### config.mk
export PLATFORM = sky130hd
export DESIGN_NAME = dense_layer
export DESIGN_NICKNAME = d
export VERILOG_FILES = /design/src/logic/nn_pkg.sv /design/src/logic/saturating_alu.sv /design/src/logic/neuron_mac.sv /design/src/logic/layer_sequencer.sv /design/src/logic/result_drain.sv /design/src/logic/dense_layer.sv
export VERILOG_INCLUDE_DIRS = /design/src /design/src/logic
export SDC_FILE = /design/constraint.sdc
export NUM_CORES = 2
export LEC_CHECK = 0
export BUFFER_PORTS_ARGS = -buffer_cell sky130_fd_sc_hd__clkbuf_2
export CORE_ASPECT_RATIO = 0.75
export CORE_MARGIN = 10
export CORE_UTILIZATION = 55
export CTS_CLUSTER_SIZE = 8
export DETAILED_ROUTE_END_ITERATION = 10
export PLACE_DENSITY = 0.8
export SYNTH_ARGS = -nofsm -noshare
export SYNTH_HDL_FRONTEND = slang
export SYNTH_SLANG_ARGS = --single-unit
### constraint.sdc
create_clock -name clk_i -period 10.6 [get_ports clk_i]
set_clock_uncertainty 0.1 [all_clocks]
set_input_delay 1.06 -clock clk_i [delete_from_list [all_inputs] [get_ports clk_i]]
set_output_delay 1.06 -clock clk_i [all_outputs]
set_load 0.005 [all_outputs]
### src/logic/nn_consts.svh
`ifndef NN_CONSTS_SVH
`define NN_CONSTS_SVH

// ==============================
// Fixed-point word format
// ==============================

// Width of every data word, weight, bias and result
`define NN_WORD_SIZE 16

// Integer bits of the signed Q format, sign bit included
`define NN_INT_BITS 8

// Fractional bits follow from the two above
`define NN_FRAC_BITS (`NN_WORD_SIZE - `NN_INT_BITS)

// ==============================
// Layer geometry
// ==============================

// Length of the input vector seen by every neuron
`define NN_N_INPUTS 8

// One MAC lane per neuron, so this is also the output count
`define NN_N_NEURONS 4

`endif

### src/logic/nn_pkg.sv
`include "nn_consts.svh"

package nn_pkg;

    // Signed data word in the Q(INT_BITS).(FRAC_BITS) format
    typedef logic signed [`NN_WORD_SIZE-1:0] word_t;

    // Double width accumulator, wide enough for the full product of two words
    typedef logic signed [2*`NN_WORD_SIZE-1:0] acc_t;

    // Index types sized from the layer geometry
    typedef logic [$clog2(`NN_N_INPUTS)-1:0]  in_idx_t;
    typedef logic [$clog2(`NN_N_NEURONS)-1:0] neuron_idx_t;

    // Storage selected by a load write
    typedef enum logic [1:0] {
        WR_WEIGHT = 2'd0,
        WR_BIAS   = 2'd1,
        WR_INPUT  = 2'd2
    } wr_target_e;

    // Lane controls, one copy shared by every lane
    typedef struct packed {
        logic clear;
        logic add_bias;
        logic sum_en;
    } lane_ctrl_t;

    // Per-lane operands, mem carries the weight or the bias
    typedef struct packed {
        word_t mem;
        word_t data;
    } lane_operand_t;

    // Single-cycle load strobe for weights, biases and inputs
    typedef struct packed {
        logic        en;
        wr_target_e  target;
        neuron_idx_t neuron_idx;
        in_idx_t     input_idx;
        word_t       word;
    } mem_wr_t;

    // Serialized output stream, one neuron per valid cycle
    typedef struct packed {
        logic        valid;
        neuron_idx_t index;
        word_t       value;
    } result_t;

endpackage

### src/logic/saturating_alu.sv
`timescale 1ns/1ps

// Combinational signed arithmetic that clamps instead of wrapping.
// MODE "add" sums two WIDTH-bit operands.
// MODE "narrow" takes a 2*WIDTH-bit fixed-point value down to WIDTH bits
module saturating_alu #(
    parameter int    WIDTH     = 32,
    parameter int    FRAC_BITS = 8,
    parameter string MODE      = "add",
    // Narrowing consumes a double-width operand
    localparam int   IN_WIDTH  = (MODE == "narrow") ? 2 * WIDTH : WIDTH
) (
    input  logic signed [IN_WIDTH-1:0] a_i,
    input  logic signed [IN_WIDTH-1:0] b_i,
    output logic signed [WIDTH-1:0]    data_o
);

    // Clamp limits of the output width
    localparam logic signed [WIDTH-1:0] MAX_VAL = {1'b0, {(WIDTH-1){1'b1}}};
    localparam logic signed [WIDTH-1:0] MIN_VAL = {1'b1, {(WIDTH-1){1'b0}}};

    if (MODE == "narrow") begin : g_narrow

        // ==============================
        // Narrowing path
        // ==============================

        logic signed [IN_WIDTH-1:0]    shifted;
        logic        [IN_WIDTH-WIDTH:0] upper;
        logic                           fits;

        // Drop the extra fractional bits while keeping the sign
        assign shifted = a_i >>> FRAC_BITS;

        // The top bits plus the new sign bit must all match for the value to fit
        assign upper = shifted[IN_WIDTH-1:WIDTH-1];
        assign fits  = (&upper) | ~(|upper);

        // The sign of the wide value tells which way to clamp
        always_comb begin
            if (fits) begin
                data_o = shifted[WIDTH-1:0];
            end else if (a_i[IN_WIDTH-1]) begin
                data_o = MIN_VAL;
            end else begin
                data_o = MAX_VAL;
            end
        end

    end else begin : g_add

        // ==============================
        // Saturating adder
        // ==============================

        logic signed [WIDTH-1:0] raw_sum;
        logic                    overflow;

        assign raw_sum = a_i + b_i;

        // Overflow only when both operands share a sign that the sum lost
        assign overflow = (a_i[WIDTH-1] == b_i[WIDTH-1]) &&
                          (raw_sum[WIDTH-1] != a_i[WIDTH-1]);

        always_comb begin
            if (!overflow) begin
                data_o = raw_sum;
            end else if (a_i[WIDTH-1]) begin
                // Two negatives ran past the bottom
                data_o = MIN_VAL;
            end else begin
                data_o = MAX_VAL;
            end
        end

    end

endmodule

### src/logic/neuron_mac.sv
`timescale 1ns/1ps
`include "nn_consts.svh"

// One neuron lane. Accumulates bias and weighted inputs in double width
// and presents the narrowed, clamped sum as a word
module neuron_mac (
    input  logic                  clk_i,
    input  logic                  reset_i,
    input  nn_pkg::lane_ctrl_t    ctrl_i,
    input  nn_pkg::lane_operand_t operand_i,
    output nn_pkg::word_t         data_o
);

    localparam int FRAC_BITS = `NN_FRAC_BITS;

    nn_pkg::acc_t acc_q;
    nn_pkg::acc_t acc_sum;
    nn_pkg::acc_t addend;
    nn_pkg::acc_t product;
    nn_pkg::acc_t bias_scaled;

    // ==============================
    // Addend selection
    // ==============================

    // Full signed product of the sign-extended operands, it always fits
    assign product = nn_pkg::acc_t'(operand_i.mem) * nn_pkg::acc_t'(operand_i.data);

    // Bias moves up into product format so both terms share a binary point
    assign bias_scaled = nn_pkg::acc_t'(operand_i.mem) <<< FRAC_BITS;

    assign addend = ctrl_i.add_bias ? bias_scaled : product;

    saturating_alu #(
        .WIDTH    (2 * `NN_WORD_SIZE),
        .FRAC_BITS(FRAC_BITS),
        .MODE     ("add")
    ) i_acc_add (
        .a_i   (acc_q),
        .b_i   (addend),
        .data_o(acc_sum)
    );

    // ==============================
    // Accumulator
    // ==============================

    // Clear wins over a sum in the same cycle
    always_ff @(posedge clk_i) begin
        if (reset_i || ctrl_i.clear) begin
            acc_q <= '0;
        end else if (ctrl_i.sum_en) begin
            acc_q <= acc_sum;
        end
    end

    // Output follows the register without an extra stage
    saturating_alu #(
        .WIDTH    (`NN_WORD_SIZE),
        .FRAC_BITS(FRAC_BITS),
        .MODE     ("narrow")
    ) i_out_narrow (
        .a_i   (acc_q),
        .b_i   ('0),
        .data_o(data_o)
    );

endmodule

### src/logic/layer_sequencer.sv
`timescale 1ns/1ps
`include "nn_consts.svh"

// Holds the layer parameters and the input vector and walks every lane
// through clear, bias and one accumulate per input
module layer_sequencer (
    input  logic                  clk_i,
    input  logic                  reset_i,
    input  logic                  start_i,
    input  nn_pkg::mem_wr_t       wr_i,
    output nn_pkg::lane_ctrl_t    lane_ctrl_o,
    output nn_pkg::lane_operand_t operand_o [`NN_N_NEURONS],
    output logic                  calc_done_o,
    output logic                  busy_o
);

    // Drain runs one capture edge plus one edge per result
    localparam int DRAIN_LAST = `NN_N_NEURONS + 1;
    localparam int DRAIN_W    = $clog2(DRAIN_LAST + 1);
    localparam nn_pkg::in_idx_t LAST_IN = nn_pkg::in_idx_t'(`NN_N_INPUTS - 1);

    typedef enum logic [2:0] {
        S_IDLE,
        S_CLEAR,
        S_BIAS,
        S_ACCUM,
        S_DRAIN
    } state_e;

    state_e                state_q;
    nn_pkg::in_idx_t       in_cnt_q;
    nn_pkg::in_idx_t       ld_idx;
    logic [DRAIN_W-1:0]    drain_cnt_q;
    nn_pkg::lane_ctrl_t    ctrl_q;
    nn_pkg::lane_operand_t operand_q [`NN_N_NEURONS];
    logic                  calc_done_q;
    logic                  busy_q;

    nn_pkg::word_t weight_q [`NN_N_NEURONS][`NN_N_INPUTS];
    nn_pkg::word_t bias_q   [`NN_N_NEURONS];
    nn_pkg::word_t input_q  [`NN_N_INPUTS];

    // ==============================
    // Parameter and input storage
    // ==============================

    // Loads are locked out for the whole frame so operands stay stable
    always_ff @(posedge clk_i) begin
        if (reset_i) begin
            for (int n = 0; n < `NN_N_NEURONS; n++) begin
                bias_q[n] <= '0;
                for (int i = 0; i < `NN_N_INPUTS; i++) begin
                    weight_q[n][i] <= '0;
                end
            end
            for (int i = 0; i < `NN_N_INPUTS; i++) begin
                input_q[i] <= '0;
            end
        end else if (wr_i.en && !busy_q) begin
            case (wr_i.target)
                nn_pkg::WR_WEIGHT: weight_q[wr_i.neuron_idx][wr_i.input_idx] <= wr_i.word;
                nn_pkg::WR_BIAS:   bias_q[wr_i.neuron_idx] <= wr_i.word;
                nn_pkg::WR_INPUT:  input_q[wr_i.input_idx] <= wr_i.word;
                default: ;
            endcase
        end
    end

    // ==============================
    // Frame FSM
    // ==============================

    // Input slot loaded on this edge, the bias step starts the walk at zero
    assign ld_idx = (state_q == S_BIAS) ? '0 : in_cnt_q + 1'b1;

    always_ff @(posedge clk_i) begin
        if (reset_i) begin
            state_q     <= S_IDLE;
            in_cnt_q    <= '0;
            drain_cnt_q <= '0;
            ctrl_q      <= '0;
            calc_done_q <= 1'b0;
            busy_q      <= 1'b0;
        end else begin
            // Controls and the done flag are single-cycle unless set below
            ctrl_q      <= '0;
            calc_done_q <= 1'b0;
            case (state_q)
                S_IDLE: begin
                    if (start_i) begin
                        state_q      <= S_CLEAR;
                        ctrl_q.clear <= 1'b1;
                        busy_q       <= 1'b1;
                    end
                end
                S_CLEAR: begin
                    state_q         <= S_BIAS;
                    ctrl_q.add_bias <= 1'b1;
                    ctrl_q.sum_en   <= 1'b1;
                end
                S_BIAS: begin
                    state_q       <= S_ACCUM;
                    ctrl_q.sum_en <= 1'b1;
                    in_cnt_q      <= ld_idx;
                end
                S_ACCUM: begin
                    // in_cnt_q names the slot the lanes add on this edge
                    if (in_cnt_q == LAST_IN) begin
                        state_q     <= S_DRAIN;
                        calc_done_q <= 1'b1;
                        drain_cnt_q <= '0;
                    end else begin
                        ctrl_q.sum_en <= 1'b1;
                        in_cnt_q      <= ld_idx;
                    end
                end
                S_DRAIN: begin
                    // Stay busy until the drain has shown its last result
                    if (drain_cnt_q == DRAIN_W'(DRAIN_LAST)) begin
                        state_q <= S_IDLE;
                        busy_q  <= 1'b0;
                    end else begin
                        drain_cnt_q <= drain_cnt_q + 1'b1;
                    end
                end
                default: state_q <= S_IDLE;
            endcase
        end
    end

    // Operands are registered alongside the controls they pair with
    always_ff @(posedge clk_i) begin
        for (int n = 0; n < `NN_N_NEURONS; n++) begin
            if (state_q == S_CLEAR) begin
                operand_q[n].mem <= bias_q[n];
            end else if (state_q == S_BIAS || state_q == S_ACCUM) begin
                operand_q[n].mem  <= weight_q[n][ld_idx];
                operand_q[n].data <= input_q[ld_idx];
            end
        end
    end

    assign lane_ctrl_o = ctrl_q;
    assign operand_o   = operand_q;
    assign calc_done_o = calc_done_q;
    assign busy_o      = busy_q;

endmodule

### src/logic/result_drain.sv
`timescale 1ns/1ps
`include "nn_consts.svh"

// Snapshots every lane at the end of a frame, applies ReLU and
// sends the values out one per cycle in lane order
module result_drain (
    input  logic            clk_i,
    input  logic            reset_i,
    input  logic            calc_done_i,
    input  nn_pkg::word_t   lane_data_i [`NN_N_NEURONS],
    output nn_pkg::result_t result_o
);

    localparam nn_pkg::neuron_idx_t LAST_IDX = nn_pkg::neuron_idx_t'(`NN_N_NEURONS - 1);

    nn_pkg::word_t       hold_q [`NN_N_NEURONS];
    nn_pkg::neuron_idx_t out_idx_q;
    logic                active_q;
    logic                valid_q;
    nn_pkg::neuron_idx_t index_q;
    nn_pkg::word_t       value_q;

    // ==============================
    // Capture with ReLU
    // ==============================

    // All lanes are taken on the same edge, negatives become zero here
    always_ff @(posedge clk_i) begin
        if (calc_done_i) begin
            for (int n = 0; n < `NN_N_NEURONS; n++) begin
                hold_q[n] <= lane_data_i[n][`NN_WORD_SIZE-1] ? '0 : lane_data_i[n];
            end
        end
    end

    // ==============================
    // Serializer
    // ==============================

    always_ff @(posedge clk_i) begin
        if (reset_i) begin
            active_q  <= 1'b0;
            out_idx_q <= '0;
            valid_q   <= 1'b0;
        end else begin
            valid_q <= 1'b0;
            if (calc_done_i) begin
                active_q  <= 1'b1;
                out_idx_q <= '0;
            end else if (active_q) begin
                valid_q   <= 1'b1;
                out_idx_q <= out_idx_q + 1'b1;
                // Last lane goes out on this edge
                if (out_idx_q == LAST_IDX) begin
                    active_q <= 1'b0;
                end
            end
        end
    end

    // Payload only matters while valid is high
    always_ff @(posedge clk_i) begin
        if (active_q && !calc_done_i) begin
            index_q <= out_idx_q;
            value_q <= hold_q[out_idx_q];
        end
    end

    assign result_o.valid = valid_q;
    assign result_o.index = index_q;
    assign result_o.value = value_q;

endmodule

### src/logic/dense_layer.sv
`timescale 1ns/1ps
`include "nn_consts.svh"

// Fully connected layer: sequencer, one MAC lane per neuron and the drain
module dense_layer (
    input  logic            clk_i,
    input  logic            reset_i,
    input  logic            start_i,
    input  nn_pkg::mem_wr_t wr_i,
    output nn_pkg::result_t result_o,
    output logic            busy_o
);

    // ==============================
    // Internal wiring
    // ==============================

    // Shared controls and per-lane operands from the sequencer
    nn_pkg::lane_ctrl_t    lane_ctrl;
    nn_pkg::lane_operand_t lane_operand [`NN_N_NEURONS];

    // Narrowed lane sums read by the drain
    nn_pkg::word_t lane_data [`NN_N_NEURONS];

    // End of frame pulse
    logic calc_done;

    layer_sequencer i_sequencer (
        .clk_i      (clk_i),
        .reset_i    (reset_i),
        .start_i    (start_i),
        .wr_i       (wr_i),
        .lane_ctrl_o(lane_ctrl),
        .operand_o  (lane_operand),
        .calc_done_o(calc_done),
        .busy_o     (busy_o)
    );

    // All lanes run in lockstep off the same controls
    for (genvar n = 0; n < `NN_N_NEURONS; n++) begin : g_lane
        neuron_mac i_mac (
            .clk_i    (clk_i),
            .reset_i  (reset_i),
            .ctrl_i   (lane_ctrl),
            .operand_i(lane_operand[n]),
            .data_o   (lane_data[n])
        );
    end

    result_drain i_drain (
        .clk_i      (clk_i),
        .reset_i    (reset_i),
        .calc_done_i(calc_done),
        .lane_data_i(lane_data),
        .result_o   (result_o)
    );

endmodule

# Word-level counts from Yosys, hierarchy flattened
# Memory sizes are Yosys's and may differ from the RTL's. A register that Yosys moved wholly into a read port is not among the register bits.
# Index checks and enable logic that the tools add are counted.
[op_classes]
mux = 93
multipliers = 4
div = 0
add_sub_neg = 7
n_shift = 0
n_eq_ne = 22
n_reduce_logical = 37
n_bitwise = 13
magnitude_cmp = 3
[ops]
columns = ["op", "n"]
rows = [
  ["$mux 32", 16],
  ["$mux 128", 3],
  ["$mux 16", 23],
  ["$bmux 16 s3", 4],
  ["$add 32x32->32", 4],
  ["$mul 16x16->32", 4],
  ["$reduce_or 128->1", 1],
  ["$mux 15", 4],
  ["$demux 16 s3", 1],
  ["$reduce_and 9->1", 4],
  ["$reduce_or 9->1", 4],
  ["$reduce_or 16->1", 2],
  ["$mux 1", 27],
  ["$mux 3", 8],
  ["$pmux 3 s5", 1],
  ["$pmux 3 s2", 2],
  ["$eq 3x3->1 const B", 3],
  ["$reduce_and 3->1", 3],
  ["$ge 4x4->1 const B", 2],
  ["$not 3->4", 2],
  ["$reduce_bool 2->1", 4],
  ["$reduce_or 2->1", 4],
  ["$logic_and 1x1->1", 7],
  ["$not 1->1", 7],
  ["19 further kinds", 39],
]
[word_totals]
ramBits = 764
regBits = 244
mem_count = 4
input_bits = 27
latch_bits = 0
romBits = 0
[mem_list]
columns = ["name", "words", "word_bits", "read_ports", "rd_clocked_by_memory_dff", "wr", "line", "source"]
rows = [
  ["i_sequencer.weight_q", 4, 128, 4, 0, 4, "layer_sequencer.sv:39", "nn_pkg::word_t weight_q [`NN_N_NEURONS][`NN_N_INPUTS];"],
  ["i_sequencer.input_q", 8, 16, 1, 0, 8, "layer_sequencer.sv:41", "nn_pkg::word_t input_q [`NN_N_INPUTS];"],
  ["i_sequencer.bias_q", 4, 16, 4, 0, 4, "layer_sequencer.sv:40", "nn_pkg::word_t bias_q [`NN_N_NEURONS];"],
  ["i_drain.hold_q", 4, 15, 1, 1, 4, "result_drain.sv:16", "nn_pkg::word_t hold_q [`NN_N_NEURONS];"],
]

# Logic depth before layout (Yosys ltp)
[depth]
depth_word = 8
ltp_mapped = 38
depth_no_buf = 36

# Cells and area by module
# A second synthesis with hierarchy kept.
[hier_totals]
cells_unflattened = 9050
area_unflattened_um2 = 93457.1
[by_module_without_submodules]
columns = ["module", "cells_each", "n_inst", "area_per_inst_um2", "seq_area_each_um2"]
rows = [
  ["layer_sequencer", 2544, 1, 35407.7, 23822.8],
  ["neuron_mac at g_lane[0].i_mac ...", 1257, 2, 11312.1, 640.6],
  ["neuron_mac at g_lane[2].i_mac", 1269, 1, 11375.9, 640.6],
  ["neuron_mac at g_lane[3].i_mac", 1258, 1, 11312.1, 640.6],
  ["saturating_alu at g_lane[0].i_mac.i_acc_add ...", 279, 4, 2052.0, 0.0],
  ["result_drain", 177, 1, 3273.1, 2392.3],
  ["saturating_alu at g_lane[0].i_mac.i_out_narrow ...", 43, 4, 314.1, 0.0],
]

# Worst setup path before layout
# Ideal clock, no wire load.
[synth_path]
kind = "flip-flop to flip-flop"
startpoint = "register, netlist name i_sequencer.operand_o[103]"
endpoint = "register g_lane[1].i_mac.acc_q[26]"
setup_slack_ps = 2375
period_less_slack_ps = 8225
path_stages_with_launch = 35
setup_ps = 88
t_arrival_ps = 8037
required_ps = 10412
path_buffers = 3
path_cell_list = "edfxtp_1 -> clkbuf_1 -> clkbuf_1 -> nand2_1 -> fa_1 -> inv_1 -> fa_1 -> inv_1 -> fa_1 -> inv_1 -> fa_1 -> fa_1 -> inv_1 -> fa_1 -> inv_1 -> ha_1 -> a2111o_1 -> a21oi_1 -> o21ai_0 -> a221o_1 -> a221o_1 -> a221oi_2 -> o21bai_1 -> a21oi_1 -> xor2_1 -> o21ai_0 -> ha_1 -> a21o_1 -> a21o_1 -> a21oi_1 -> o21a_1 -> or3_4 -> nand4_4 -> buf_6 -> o32ai_2"
[synth_lines]
columns = ["element", "line", "source"]
rows = [
  ["end signal: assignment", "neuron_mac.sv:53", "acc_q <= acc_sum;"],
  ["end: declaration", "neuron_mac.sv:16", "nn_pkg::acc_t acc_q;"],
]

==> reports/metrics.cfg <==
[status]
status = finished clean

[setup_path]
crit_buf_inv = 7
arrival_ns = 10.24
timing.rr.start = i_sequencer.operand_o[102]
crit_type = flop to flop
cp-start-kind = flop
path_delay_family = adder cells
crit_path_frequent_cell = fa_1
startpoint = i_sequencer.operand_o[102]
critPathMaxStageDelay_ns = 1.11
crit_path_top_delay_cell = edfxtp_1
cp.required_ns = 11.08
cp_max_fo = 23
worst_setup_path_end_kind = flop

[logic_synthesis]
synth.largest_area_cell = edfxtp_1
postSynthRegisterBits = 1007
synthesis.nets = 10900
synth_top_area_share_pct = 28.7
synth.top_cells.by_count = 1,398 x nand2_1, 1,230 x inv_1, 1,197 x and2_1, 1,052 x fa_1, 861 x edfxtp_1
synth_cells = 9365
syn_avg_cell_area_um2 = 9.62
yosys_most_used_dff = edfxtp_1
netlist_area_mm2 = 0.0901
ys_warn_count = 0
synthArstFlopShare_pct = 0
ys_types = 86
synth_edf_count = 861
yosys-top-cells-area = edfxtp_1 29%, fa_1 23%, and2_1 8.3%, ha_1 6.3%, nand2_1 5.8%
seq_area_frac_synth_pct = 32.0
yosys.cell_count.top_type = nand2_1

[die]
initial_core_util_pct = 55.4
die_w_um = 487
core_area_mm2 = 0.163
fp-row-count = 128
ioPinCount = 47
die_area_mm2 = 0.180
die_h_um = 370

[route]
drc = 0
ant_nets = 0
finalWirelength_mm = 248
post_drt_wl_per_cell_um = 21.8
drt-initial-drc-count = 7641
firstDrtPassIters = 6
route.vias.total = 67200
drt-vias-per-instance = 5.92

[layout]
nNetsFinal = 10700
layout-drive-gt1-share_pct = 4.92
instances_no_fill = 11400
syn2layout_area_growth_pct = 6.95

[clock_network]
cts_root_buf = clkbuf_16
cts_tree = done
ctsHoldBuffers = 0
cts_setup_buffers = 0
htreeDepth = 4
post_cts_resized = 0
cts_sinks = 1007
clk_path_buf_depth = 3
numCtsBuffers = 145
path_clk_slew_ns = 0.05
insertion_delay_ns = 0.80

[sta]
finalHoldViolations = 0
setup_tns_ns = 0
period_minus_slack_ns = 9.76
tightest_slew_ns = 1.45
rsz0062_at_grt = no
finalSetupViolCount = 0
slew_viol_final = 0
fmax_mhz = 102
max_slew_margin_pct = 3.07
post-route-period-util_pct = 92.1

[min_path]
worstHoldStart = g_lane[0].i_mac.acc_q[2]
hold_path_class = flop to flop

[grt]
grt_pass1_wl_mm = 389
grtUsageTotal_pct = 27.2
grt-ovfl-total = 0
antenna_found_initial = 19
grt_max_degree = 163
grt_pass1_vias = 68900

[place]
dp.cells = 11200
hpwl_mm = 173
portBuffers = 45
gp_congestion = 0.959

[flow_run]
maxCapViolations = 0

routing by layer:
layer | vias to the layer above | global-route usage, % | share of wire [%]
met5 | - | 0 | 0.073
met4 | 22 | 8.98 | 3.5
met3 | 604 | 8.19 | 13
met2 | 3919 | 41.7 | 44
met1 | 33100 | 37.1 | 40
li1 | 29600 | - | -
cell usage in the layout, fill, tap and decap left out, drive strengths merged, types with 104 or more instances in the layout:
cell    count
a21o      104
a21oi     351
a31oi     108
and2     1197
buf       130
clkbuf    230
dfxtp     146
edfxtp    861
fa       1052
ha        457
inv      1233
nand2    1398
nand3     219
nor2      387
nor3      110
o21ai     368
xnor2     146
state kept, by name, indices dropped and copies added, names as in the netlist:
register,count
i_sequencer.bias_q,64
i_sequencer.busy_o,1
i_sequencer.state_q,3
i_sequencer.operand_o,80
g_lane.i_mac.acc_q,128
i_drain.index_q,2
i_sequencer.calc_done_o,1
i_drain.hold_q,60
i_drain.out_idx_q,2
i_drain.active_q,1
i_sequencer.input_q,128
i_sequencer.in_cnt_q,3
i_sequencer.weight_q,512
i_drain.valid_q,1
i_sequencer.drain_cnt_q,3
i_drain.value_q,15
i_sequencer.lane_ctrl_o,3
worst min-delay path, stage by stage (launching register included):
cell     delay [ns]
dfxtp_1        0.31
nand2_1        0.07
a31oi_1        0.07
area by class of cell:
| cell class | instances | area [µm²] |
|---|---|---|
| Fill cell | 13000 | 66300 |
| Multi-Input combinational cell | 6596 | 54700 |
| Sequential cell | 1007 | 28800 |
| Inverter | 1231 | 4620 |
| Clock buffer | 186 | 3830 |
| Tap cell | 2145 | 2680 |
| Timing Repair Buffer | 174 | 1310 |
| Clock inverter | 17 | 367 |
| Antenna cell | 4 | 10.0 |
stage by stage:
step	hold WS (ns)	instance area (µm²)	util [%]	setup slack, ns
floorplan	0.332	90100	-	2.38
global placement	0.381	92100	56.7	1.30
detailed placement	0.383	92100	56.7	1.06
CTS	0.392	96300	59.2	1.04
global route	0.409	96300	59.2	0.304
finish	0.400	96300	59.2	0.838
final timing paths:
check        slack, ns                        to  cells after the start
max reg2reg       0.84  g_lane[3].i_mac.acc_q[1]                     32
max               0.84  g_lane[3].i_mac.acc_q[1]                     32
min               0.40  g_lane[0].i_mac.acc_q[2]                      2
min reg2reg       0.40  g_lane[0].i_mac.acc_q[2]                      2
kinds of logic after synthesis:
logic type | after synthesis | synth area share, %
AO/OA/AOI/OAI | 1201 | 8.02
XOR/XNOR | 233 | 2.27
adder cells (fa/ha/maj) | 1509 | 29.7
buffers and inverters | 1762 | 7.40
flip-flops | 1007 | 32.0
multiplexers | 86 | 1.19
other | 1 | 0.00416
AND/OR/NAND/NOR | 3566 | 19.4
Power is left out: the tool's default activity adds up to more than one toggle a clock period on the data nets, which glitch-free logic cannot reach.
